**config.mk**
```make
export PLATFORM = sky130hd
export DESIGN_NAME = rv_core
export DESIGN_NICKNAME = d
export VERILOG_FILES = /design/src/common/rv_pkg.sv /design/src/decoder/decoder.sv /design/src/logic/alu.sv /design/src/logic/imm_extender.sv /design/src/logic/pc_unit.sv /design/src/logic/reg_file.sv /design/src/logic/rv_core.sv
export SDC_FILE = /design/constraint.sdc
export NUM_CORES = 2
export LEC_CHECK = 0
export CORE_AREA = 2 2 222 443
export CTS_CLUSTER_SIZE = 24
export DETAILED_ROUTE_END_ITERATION = 12
export DIE_AREA = 0 0 224 445
export DONT_BUFFER_PORTS = 1
export PLACE_DENSITY = 0.86
export SETUP_SLACK_MARGIN = 0.1
export SLEW_MARGIN = 20
export SYNTH_ARGS = -nofsm -noshare
export SYNTH_HDL_FRONTEND = slang
export SYNTH_SLANG_ARGS = --single-unit
```
**constraint.sdc**
```tcl
create_clock -name clk_i -period 15.5 [get_ports clk_i]
set_input_delay 1.55 -clock clk_i [delete_from_list [all_inputs] [get_ports clk_i]]
set_output_delay 1.55 -clock clk_i [all_outputs]
set_load 0.02 [all_outputs]
```
**src/common/rv_pkg.sv**
```systemverilog
package rv_pkg;

    // data path width
    localparam int XLEN = 32;

    // major opcodes, bits [6:0] of the instruction
    typedef enum logic [6:0] {
        R       = 7'b0110011,
        I_ALU   = 7'b0010011,
        I_LD    = 7'b0000011,
        S       = 7'b0100011,
        B       = 7'b1100011,
        U_AUIPC = 7'b0010111,
        U_LUI   = 7'b0110111,
        J       = 7'b1101111,
        I_JALR  = 7'b1100111,
        I_ENV   = 7'b1110011,
        FENCE   = 7'b0001111
    } opc_t;

    // alu operation, same codes as funct3 of the op and op-imm groups
    typedef enum logic [2:0] {
        ADD  = 3'b000,  // also SUB with ALT
        SLL  = 3'b001,
        SLT  = 3'b010,
        SLTU = 3'b011,
        XOR  = 3'b100,
        SR   = 3'b101,  // SRL, or SRA with ALT
        OR   = 3'b110,
        AND  = 3'b111
    } alu3_t;

    // funct7 is carried whole so other extensions can reuse it
    typedef logic [6:0] alu7_t;

    localparam alu7_t I_STD = 7'b0000000;
    localparam alu7_t ALT   = 7'b0100000;  // bit 5 picks SUB / SRA

    // branch conditions in funct3
    localparam logic [2:0] F3_BEQ  = 3'b000;
    localparam logic [2:0] F3_BNE  = 3'b001;
    localparam logic [2:0] F3_BLT  = 3'b100;
    localparam logic [2:0] F3_BGE  = 3'b101;
    localparam logic [2:0] F3_BLTU = 3'b110;
    localparam logic [2:0] F3_BGEU = 3'b111;

    // first alu operand
    typedef enum logic [1:0] {
        RS1,
        PC,
        ZERO
    } src1_t;

    // second alu operand, also tells the extender which format the immediate has
    typedef enum logic [2:0] {
        RS2,
        IS_IMM12,   // I and S forms share the plain 12 bit extension
        B_IMM12,
        U_IMM,
        J_IMM
    } src2_t;

    // write-back source
    typedef enum logic [1:0] {
        RESULT,
        MEM_DATA,
        NEXT_PC
    } srcr_t;

    // how the pc moves on
    typedef enum logic [1:0] {
        NEXT,
        BRANCH,
        JUMP,
        JUMP_REG
    } next_pc_t;

    // everything the decoder produces apart from register addresses and immediates
    typedef struct packed {
        alu3_t      alu3;
        alu7_t      alu7;
        logic [2:0] funct3;     // raw, the pc unit needs it for branches
        src1_t      src1;
        src2_t      src2;
        srcr_t      srcr;
        logic       reg_write;
        logic       data_read;
        logic       data_write;
        next_pc_t   pc_control;
    } ctrl_t;

endpackage

```
**src/decoder/decoder.sv**
```systemverilog
`timescale 1ns/1ps

module decoder (
    input  logic [31:0]   instr_i,

    output rv_pkg::ctrl_t ctrl_o,
    output logic [4:0]    rs1_o,
    output logic [4:0]    rs2_o,
    output logic [4:0]    rd_o,
    output logic [11:0]   imm12_o,  // raw, bits in order but not extended
    output logic [19:0]   imm20_o
);

    rv_pkg::opc_t  opc;
    logic [2:0]    funct3;
    rv_pkg::alu7_t funct7;

    logic [11:0]   i_imm;
    logic [11:0]   s_imm;
    logic [11:0]   b_imm;
    logic [19:0]   u_imm;
    logic [19:0]   j_imm;

    rv_pkg::ctrl_t ctrl;
    logic [11:0]   imm12;

    assign opc    = rv_pkg::opc_t'(instr_i[6:0]);
    assign funct3 = instr_i[14:12];
    assign funct7 = instr_i[31:25];

    assign rd_o  = instr_i[11:7];
    assign rs1_o = instr_i[19:15];
    assign rs2_o = instr_i[24:20];

    // immediates unscrambled here, the extender does sign and shift
    assign i_imm = instr_i[31:20];
    assign s_imm = {instr_i[31:25], instr_i[11:7]};
    assign b_imm = {instr_i[31], instr_i[7], instr_i[30:25], instr_i[11:8]};
    assign u_imm = instr_i[31:12];
    assign j_imm = {instr_i[31], instr_i[19:12], instr_i[20], instr_i[30:21]};

    always_comb begin
        // defaults describe a no-op that just steps the pc
        ctrl.alu3       = rv_pkg::ADD;
        ctrl.alu7       = rv_pkg::I_STD;
        ctrl.funct3     = funct3;
        ctrl.src1       = rv_pkg::RS1;
        ctrl.src2       = rv_pkg::RS2;
        ctrl.srcr       = rv_pkg::RESULT;
        ctrl.reg_write  = 1'b0;
        ctrl.data_read  = 1'b0;
        ctrl.data_write = 1'b0;
        ctrl.pc_control = rv_pkg::NEXT;
        imm12           = i_imm;

        case (opc)
            rv_pkg::R: begin
                ctrl.alu3      = rv_pkg::alu3_t'(funct3);
                ctrl.alu7      = funct7;
                ctrl.reg_write = 1'b1;
            end

            rv_pkg::I_ALU: begin
                ctrl.alu3      = rv_pkg::alu3_t'(funct3);
                // upper imm bits are funct7 only for right shifts
                ctrl.alu7      = (funct3 == rv_pkg::SR) ? funct7 : rv_pkg::I_STD;
                ctrl.src2      = rv_pkg::IS_IMM12;
                ctrl.reg_write = 1'b1;
            end

            rv_pkg::I_LD: begin  // word load at rs1 + imm
                ctrl.src2      = rv_pkg::IS_IMM12;
                ctrl.srcr      = rv_pkg::MEM_DATA;
                ctrl.reg_write = 1'b1;
                ctrl.data_read = 1'b1;
            end

            rv_pkg::S: begin
                ctrl.src2       = rv_pkg::IS_IMM12;
                ctrl.data_write = 1'b1;
                imm12           = s_imm;
            end

            rv_pkg::B: begin  // alu forms the target, pc unit decides
                ctrl.src1       = rv_pkg::PC;
                ctrl.src2       = rv_pkg::B_IMM12;
                ctrl.pc_control = rv_pkg::BRANCH;
                imm12           = b_imm;
            end

            rv_pkg::U_AUIPC: begin
                ctrl.src1      = rv_pkg::PC;
                ctrl.src2      = rv_pkg::U_IMM;
                ctrl.reg_write = 1'b1;
            end

            rv_pkg::U_LUI: begin
                ctrl.src1      = rv_pkg::ZERO;
                ctrl.src2      = rv_pkg::U_IMM;
                ctrl.reg_write = 1'b1;
            end

            rv_pkg::J: begin
                ctrl.src1       = rv_pkg::PC;
                ctrl.src2       = rv_pkg::J_IMM;
                ctrl.srcr       = rv_pkg::NEXT_PC;  // link
                ctrl.reg_write  = 1'b1;
                ctrl.pc_control = rv_pkg::JUMP;
            end

            rv_pkg::I_JALR: begin  // target is rs1 + imm
                ctrl.src2       = rv_pkg::IS_IMM12;
                ctrl.srcr       = rv_pkg::NEXT_PC;
                ctrl.reg_write  = 1'b1;
                ctrl.pc_control = rv_pkg::JUMP_REG;
            end

            default: begin
                // env calls, fence and unknown opcodes keep the no-op defaults
            end
        endcase
    end

    assign ctrl_o  = ctrl;
    assign imm12_o = imm12;
    assign imm20_o = (ctrl.src2 == rv_pkg::J_IMM) ? j_imm : u_imm;

endmodule

```
**src/logic/alu.sv**
```systemverilog
`timescale 1ns/1ps

module alu (
    input  rv_pkg::ctrl_t               ctrl_i,
    input  logic [rv_pkg::XLEN-1:0]     rs1_data_i,
    input  logic [rv_pkg::XLEN-1:0]     rs2_data_i,
    input  logic [rv_pkg::XLEN-1:0]     pc_i,
    input  logic [rv_pkg::XLEN-1:0]     imm_i,
    output logic [rv_pkg::XLEN-1:0]     result_o
);

    logic [rv_pkg::XLEN-1:0] op_a;
    logic [rv_pkg::XLEN-1:0] op_b;
    logic [4:0]              shamt;
    logic                    alt;
    logic                    reg_op;

    always_comb begin
        case (ctrl_i.src1)
            rv_pkg::PC:   op_a = pc_i;
            rv_pkg::ZERO: op_a = '0;  // LUI
            default:      op_a = rs1_data_i;
        endcase
    end

    assign reg_op = (ctrl_i.src2 == rv_pkg::RS2);
    assign op_b   = reg_op ? rs2_data_i : imm_i;
    assign shamt  = op_b[4:0];
    assign alt    = |(ctrl_i.alu7 & rv_pkg::ALT);

    always_comb begin
        case (ctrl_i.alu3)
            rv_pkg::ADD: begin
                if (alt && reg_op) begin  // no SUBI in the ISA
                    result_o = op_a - op_b;
                end else begin
                    result_o = op_a + op_b;
                end
            end
            rv_pkg::SLL:  result_o = op_a << shamt;
            rv_pkg::SLT:  result_o = {{(rv_pkg::XLEN-1){1'b0}}, $signed(op_a) < $signed(op_b)};
            rv_pkg::SLTU: result_o = {{(rv_pkg::XLEN-1){1'b0}}, op_a < op_b};
            rv_pkg::XOR:  result_o = op_a ^ op_b;
            rv_pkg::SR: begin
                if (alt) begin
                    result_o = $signed(op_a) >>> shamt;  // sign fill
                end else begin
                    result_o = op_a >> shamt;
                end
            end
            rv_pkg::OR:   result_o = op_a | op_b;
            default:      result_o = op_a & op_b;  // AND
        endcase
    end

endmodule

```
**src/logic/imm_extender.sv**
```systemverilog
`timescale 1ns/1ps

module imm_extender (
    input  rv_pkg::ctrl_t               ctrl_i,
    input  logic [11:0]                 imm12_i,
    input  logic [19:0]                 imm20_i,
    output logic [rv_pkg::XLEN-1:0]     imm_o
);

    always_comb begin
        case (ctrl_i.src2)
            rv_pkg::IS_IMM12: begin
                imm_o = {{20{imm12_i[11]}}, imm12_i};
            end
            rv_pkg::B_IMM12: begin  // offsets are in half words
                imm_o = {{19{imm12_i[11]}}, imm12_i, 1'b0};
            end
            rv_pkg::J_IMM: begin
                imm_o = {{11{imm20_i[19]}}, imm20_i, 1'b0};
            end
            rv_pkg::U_IMM: begin
                imm_o = {imm20_i, 12'h000};  // upper 20 bits, low part zero
            end
            default: begin
                imm_o = '0;  // register operand, no immediate
            end
        endcase
    end

endmodule

```
**src/logic/pc_unit.sv**
```systemverilog
`timescale 1ns/1ps

module pc_unit #(
    parameter logic [rv_pkg::XLEN-1:0] RESET_PC = '0
) (
    input  logic                        clk_i,
    input  logic                        rst_n_i,
    input  rv_pkg::ctrl_t               ctrl_i,
    input  logic [rv_pkg::XLEN-1:0]     rs1_data_i,
    input  logic [rv_pkg::XLEN-1:0]     rs2_data_i,
    input  logic [rv_pkg::XLEN-1:0]     target_i,  // from the alu
    output logic [rv_pkg::XLEN-1:0]     pc_o,
    output logic [rv_pkg::XLEN-1:0]     pc_plus4_o
);

    logic                    taken;
    logic [rv_pkg::XLEN-1:0] pc_next;

    assign pc_plus4_o = pc_o + 32'd4;

    // branch condition on the two register values
    always_comb begin
        case (ctrl_i.funct3)
            rv_pkg::F3_BEQ:  taken = (rs1_data_i == rs2_data_i);
            rv_pkg::F3_BNE:  taken = (rs1_data_i != rs2_data_i);
            rv_pkg::F3_BLT:  taken = ($signed(rs1_data_i) < $signed(rs2_data_i));
            rv_pkg::F3_BGE:  taken = ($signed(rs1_data_i) >= $signed(rs2_data_i));
            rv_pkg::F3_BLTU: taken = (rs1_data_i < rs2_data_i);
            rv_pkg::F3_BGEU: taken = (rs1_data_i >= rs2_data_i);
            default:         taken = 1'b0;
        endcase
    end

    always_comb begin
        case (ctrl_i.pc_control)
            rv_pkg::BRANCH:   pc_next = taken ? target_i : pc_plus4_o;
            rv_pkg::JUMP:     pc_next = target_i;
            rv_pkg::JUMP_REG: pc_next = {target_i[rv_pkg::XLEN-1:1], 1'b0};
            default:          pc_next = pc_plus4_o;
        endcase
    end

    always_ff @(posedge clk_i or negedge rst_n_i) begin
        if (!rst_n_i) begin
            pc_o <= RESET_PC;
        end else begin
            pc_o <= pc_next;
        end
    end

endmodule

```
**src/logic/reg_file.sv**
```systemverilog
`timescale 1ns/1ps

module reg_file (
    input  logic                        clk_i,
    input  logic                        rst_n_i,
    input  rv_pkg::ctrl_t               ctrl_i,
    input  logic [4:0]                  rs1_i,
    input  logic [4:0]                  rs2_i,
    input  logic [4:0]                  rd_i,
    input  logic [rv_pkg::XLEN-1:0]     alu_result_i,
    input  logic [rv_pkg::XLEN-1:0]     mem_data_i,
    input  logic [rv_pkg::XLEN-1:0]     pc_plus4_i,
    output logic [rv_pkg::XLEN-1:0]     rs1_data_o,
    output logic [rv_pkg::XLEN-1:0]     rs2_data_o,
    output logic [rv_pkg::XLEN-1:0]     wb_data_o
);

    logic [rv_pkg::XLEN-1:0] regs [1:31];  // x0 has no storage

    always_comb begin
        case (ctrl_i.srcr)
            rv_pkg::MEM_DATA: wb_data_o = mem_data_i;
            rv_pkg::NEXT_PC:  wb_data_o = pc_plus4_i;  // link address
            default:          wb_data_o = alu_result_i;
        endcase
    end

    always_ff @(posedge clk_i or negedge rst_n_i) begin
        if (!rst_n_i) begin
            for (int i = 1; i < 32; i++) begin
                regs[i] <= '0;
            end
        end else if (ctrl_i.reg_write && rd_i != 5'd0) begin
            regs[rd_i] <= wb_data_o;
        end
    end

    assign rs1_data_o = (rs1_i == 5'd0) ? '0 : regs[rs1_i];
    assign rs2_data_o = (rs2_i == 5'd0) ? '0 : regs[rs2_i];

endmodule

```
**src/logic/rv_core.sv**
```systemverilog
`timescale 1ns/1ps

module rv_core #(
    parameter logic [rv_pkg::XLEN-1:0] RESET_PC = '0
) (
    input  logic                        clk_i,
    input  logic                        rst_n_i,
    input  logic [31:0]                 instr_i,
    input  logic [rv_pkg::XLEN-1:0]     dmem_rdata_i,
    output logic [rv_pkg::XLEN-1:0]     pc_o,
    output logic [rv_pkg::XLEN-1:0]     dmem_addr_o,
    output logic [rv_pkg::XLEN-1:0]     dmem_wdata_o,
    output logic                        dmem_we_o,
    output logic                        dmem_re_o,
    output logic                        rd_we_o,
    output logic [4:0]                  rd_addr_o,
    output logic [rv_pkg::XLEN-1:0]     rd_data_o
);

    rv_pkg::ctrl_t           ctrl;
    logic [4:0]              rs1;
    logic [4:0]              rs2;
    logic [4:0]              rd;
    logic [11:0]             imm12;
    logic [19:0]             imm20;
    logic [rv_pkg::XLEN-1:0] imm;
    logic [rv_pkg::XLEN-1:0] rs1_data;
    logic [rv_pkg::XLEN-1:0] rs2_data;
    logic [rv_pkg::XLEN-1:0] result;
    logic [rv_pkg::XLEN-1:0] pc_plus4;
    logic [rv_pkg::XLEN-1:0] wb_data;

    decoder decoder_i (
        .instr_i (instr_i),
        .ctrl_o  (ctrl),
        .rs1_o   (rs1),
        .rs2_o   (rs2),
        .rd_o    (rd),
        .imm12_o (imm12),
        .imm20_o (imm20)
    );

    imm_extender imm_extender_i (
        .ctrl_i  (ctrl),
        .imm12_i (imm12),
        .imm20_i (imm20),
        .imm_o   (imm)
    );

    alu alu_i (
        .ctrl_i     (ctrl),
        .rs1_data_i (rs1_data),
        .rs2_data_i (rs2_data),
        .pc_i       (pc_o),
        .imm_i      (imm),
        .result_o   (result)
    );

    reg_file reg_file_i (
        .clk_i        (clk_i),
        .rst_n_i      (rst_n_i),
        .ctrl_i       (ctrl),
        .rs1_i        (rs1),
        .rs2_i        (rs2),
        .rd_i         (rd),
        .alu_result_i (result),
        .mem_data_i   (dmem_rdata_i),
        .pc_plus4_i   (pc_plus4),
        .rs1_data_o   (rs1_data),
        .rs2_data_o   (rs2_data),
        .wb_data_o    (wb_data)
    );

    pc_unit #(
        .RESET_PC (RESET_PC)
    ) pc_unit_i (
        .clk_i      (clk_i),
        .rst_n_i    (rst_n_i),
        .ctrl_i     (ctrl),
        .rs1_data_i (rs1_data),
        .rs2_data_i (rs2_data),
        .target_i   (result),
        .pc_o       (pc_o),
        .pc_plus4_o (pc_plus4)
    );

    // data memory sees the alu address and the rs2 value
    assign dmem_addr_o  = result;
    assign dmem_wdata_o = rs2_data;
    assign dmem_we_o    = ctrl.data_write;
    assign dmem_re_o    = ctrl.data_read;

    assign rd_we_o   = ctrl.reg_write & (rd != 5'd0);  // x0 writes are dropped
    assign rd_addr_o = rd;
    assign rd_data_o = wb_data;

endmodule

```
==> run metrics, run 1 <==
Synth Register Bits=1024; post-synthesis sequential area ratio=0.382; htree depth=3; Die Wd=around 220 um; largest net degree at the start of global routing=around 1k; Error=[ERROR GRT-0116] Global routing finished with congestion. Check the congestion regions in the DRC Viewer.; count of cell types in the netlist=118; area share of the largest cell type after synthesis=0.382; leading cell types by count after synthesis=dfrtp_1, nand2_1, o21ai_0; average cell area after synthesis=10.2 um^2; Clock Path Buffers=3; Synth area leader=dfrtp_1; yosys warns=0; Post-Place Setup Slack=4490 ps; Initial Util=0.697; most area-consuming cells after synthesis=dfrtp_1, mux4_2, mux2i_1; post-synthesis cell area=67000 um^2; post-CTS sizing=0; Last stage=5_1_grt; IO buf count=0; hold-fix buffers at CTS=0; vias in the first global route=81.7k; first-pass GRT wire length=approximately 660000 um; most frequent cell after synthesis=dfrtp_1; Top FF cell, synth=dfrtp_1; ys async rst share=1.00; Syn Nets=6749; CTS root buf=clkbuf_16; gr ovfl total=3342; post-CTS setup buffers=0; status=aborted with a tool error; Sink Count=1024; post-synthesis cell count=around 6.5k; GPL Wtd Cong=1.32; GRT Util Overall=0.896; die height=around 450 um; io pins=between 200 and 250; Post-synth EDFFs=0; CTS Buf Count=87; DP Wirelength=238000 um; Rows=161
cells by family after synthesis:
kind of cell | synth area share
buffers and inverters | 0.0549
and+or+nand+nor | 0.0984
muxes | 0.254
xor gates and xnor gates | 0.00562
DFF | 0.382
AOI/OAI and AO/OA | 0.179
adders and majority gates | 0.0254
routing by layer:
metal	overflow	track usage
met3	154	0.754
met2	1969	1.05
met4	1103	0.959
met1	92	0.863
met5	24	0.460
per-stage QoR:
| step | area, um^2 | hold WS (ps) | util | std cells |
|---|---|---|---|---|
| CTS | 70400 | 509 | 0.732 | 7510 |
| floorplan | 67000 | 460 | - | 6548 |
| global placement | 67400 | 472 | 0.702 | 7352 |
| detailed placement | 67400 | 488 | 0.702 | 7353 |
==> inputs of run 2 (changes only) <==
--- a/config.mk
+++ b/config.mk
@@ -5,13 +5,11 @@
 export SDC_FILE = /design/constraint.sdc
 export NUM_CORES = 2
 export LEC_CHECK = 0
-export CORE_AREA = 2 2 222 443
-export CTS_CLUSTER_SIZE = 24
+export CORE_AREA = 2 2 413 415
 export DETAILED_ROUTE_END_ITERATION = 12
-export DIE_AREA = 0 0 224 445
+export DIE_AREA = 0 0 415 417
 export DONT_BUFFER_PORTS = 1
-export PLACE_DENSITY = 0.86
-export SETUP_SLACK_MARGIN = 0.1
+export PLACE_DENSITY_LB_ADDON = 0.15
 export SLEW_MARGIN = 20
 export SYNTH_ARGS = -nofsm -noshare
 export SYNTH_HDL_FRONTEND = slang
==> run metrics, run 2 <==
setup violators final=0; yosys warns=0 (unchanged); Largest stage delay, worst path=650 ps; commonest cells after routing, fill and taps aside=dfrtp_1, nand2_1, o21ai_0; final setup TNS=0 ps; post-synthesis cell count=6548 (unchanged); status=complete, no violations; Top FF cell, synth=dfrtp_1; gr ovfl total=0; critical path class=input pin to output port; largest register by flop count=reg_file_i.regs; htree depth=3 (unchanged); leading cell types by count after synthesis=dfrtp_1, nand2_1, o21ai_0; area of the core=169000 um^2; hold-fix buffers at CTS=0 (unchanged); via count=between 50k and 60k; die height=417 um (-6.3%); worst path bufs/invs=5; most frequent cell after synthesis=dfrtp_1; worst path required time=about 14000 ps; die footprint=173000 um^2; worst vdd ir=0.0970 mV; GRT Util Overall=0.355; PwrDens=102 nW/um^2; Sink Count=1024 (unchanged); CTS Buf Count=117 (+34%); Crit Path Max Fanout=118; FF/Latch Area=25600 um^2; Final nets=around 6.5k; Util after Layout=0.433; Initial Util=0.398 (-0.300); maximum clock frequency=86.0 MHz; largest net degree at the start of global routing=356; ys async rst share=1.00 (unchanged); post-CTS sizing=0 (unchanged); post-synthesis cell area=67000 um^2 (unchanged); period utilization=0.750; area grow syn2layout=8.97%; crit path max-delay cell type=o32ai_1; Syn Nets=6749 (unchanged); critical path, cell by cell=buf_16, buf_16, buf_16, mux4_2, mux4_2, mux2i_1, inv_1, a21o_1, ha_1, nor2_1, o2111ai_1, a211oi_1, nor3_1, o31a_1, nor2_1, o311ai_0, nor3_1, nor3_1, o32ai_1, and2_1, buf_4, nor2_1; Hold/Removal Path Class=input pin to async pin; first-pass detailed-route iteration total=8; DR DRC count=0; slew margin rel.=0.0418; Synth Register Bits=1024 (unchanged); vias in the first global route=54.7k; final hold vios=0; Post-Route WL=313000 um; Setup crit end kind=output port; GPL Wtd Cong=1.12 (-15%); CTS tree=yes; Final min period=approximately 12000 ps; Fill cells=16.1k; Clk Latency, worst-skew pair=about 800 ps; DP Wirelength=214000 um (-10%); io pins=202 (unchanged); Die Wd=415 um (+85%); CTS clk-pin slew, worst paths=roughly 60 ps; commonest non-fill, non-tap cell in the layout=dfrtp_1; initial antenna violation count=24; Slew Limit Fails=0; share of cells above drive strength 1=0.211; Largest register FFs=slightly below 1k; DR WL/cell=36.5 um; max cap viols=0; Clock Path Buffers=3 (unchanged); Worst Tran Pin Value=1440 ps; RSZ-0062 raised after global routing=false; post-synthesis sequential area ratio=0.382 (unchanged); post-CTS setup buffers=0 (unchanged); Largest regs=reg_file_i.regs: 992 flops, pc_unit_i.pc_o: 32 flops; area share of the largest cell type after synthesis=0.382 (unchanged); leakage=31.6 nW; vias per cell=6.63; Worst EP arrival=10070 ps; Antenna Violating Nets Remaining=0; IO buf count=0 (unchanged); Rows=151 (-6.2%); count of cell types in the netlist=118 (unchanged); CP delay by family, top=buffers and inverters; clock skew=54.9 ps; average cell area after synthesis=10.2 um^2 (unchanged); first-pass GRT wire length=437000 um; Synth area leader=dfrtp_1; most area-consuming cells after synthesis=dfrtp_1, mux4_2, mux2i_1; launching element type of the critical path=input pin; initial DRC count=7250; Post-synth EDFFs=0 (unchanged); Multi-input gate area=between 30000 and 40000 um^2; CTS root buf=clkbuf_16
run 2: per-stage QoR:
stage / setup WS (ps) / cell area, um^2 / total power (W) / std cells / hold WS (ps)
2_1_floorplan: 5950 / 67000 / 0.00391 / 6548 / 460
3_3_place_gp: 4490 / 68800 / 0.00446 / 8343 / 472
3_5_place_dp: 4460 / 68800 / 0.00447 / 8344 / 486
4_1_cts: 4460 / 72800 / 0.00738 / 8554 / 425
5_1_grt: 3570 / 73000 / 0.00763 / 8578 / 459
6_report: 3880 / 73000 / 0.00742 / 8581 / 477
run 2: where the power goes:
group          switching, W  internal [W]  leakage [nW]
combinational       0.00105      0.000481          15.5
sequential         0.000187       0.00280          14.2
clock               0.00123       0.00168          1.95
total               0.00246       0.00496          31.6
run 2: cell families after synthesis:
group / Yosys count / synth area share
adder cells (fa/ha/maj): 135 / 0.0254
AND/OR/NAND/NOR: 1515 / 0.0984
flip-flops: 1024 / 0.382
multiplexers: 1145 / 0.254
AO/OA/AOI/OAI: 1887 / 0.179
buffers and inverters: 799 / 0.0549
XOR/XNOR: 43 / 0.00562
run 2: worst paths after layout:
kind / startpoint / slack [ps] / depth (start not counted) / end
worst min register to register: reg_file_i.regs[936]$_DFFE_PN0P_ / 500 / 2 / reg_file_i.regs[936]$_DFFE_PN0P_
worst max-delay path: instr_i[20] / 3880 / 22 / rd_data_o[23]
worst min-delay path: rst_n_i / 480 / 0 / reg_file_i.regs[181]$_DFFE_PN0P_
worst max register to register: reg_file_i.regs[4]$_DFFE_PN0P_ / 8140 / 22 / reg_file_i.regs[892]$_DFFE_PN0P_
max in group asynchronous: rst_n_i / 12020 / 5 / reg_file_i.regs[876]$_DFFE_PN0P_
min in group clk_i: reg_file_i.regs[936]$_DFFE_PN0P_ / 500 / 2 / reg_file_i.regs[936]$_DFFE_PN0P_
run 2: cell type report:
type,count,share of cell area
multi-input combinational,4725,0.522
sequential,1024,0.351
clock buffer,167,0.0464
tap,2218,0.0380
timing repair buffer,208,0.0247
inverter,175,0.00901
clock inverter,43,0.00797
antenna,21,0.000720
run 2: routing by layer:
layer  part of all wire  track usage  up-vias
li1                   -            -    23800
met1               0.40        0.462    29200
met2               0.44        0.542     3080
met3              0.084       0.0705      767
met4              0.073        0.224        4
met5           0.000070            0        -
No activity file was read; power rests on OpenSTA's default activity.
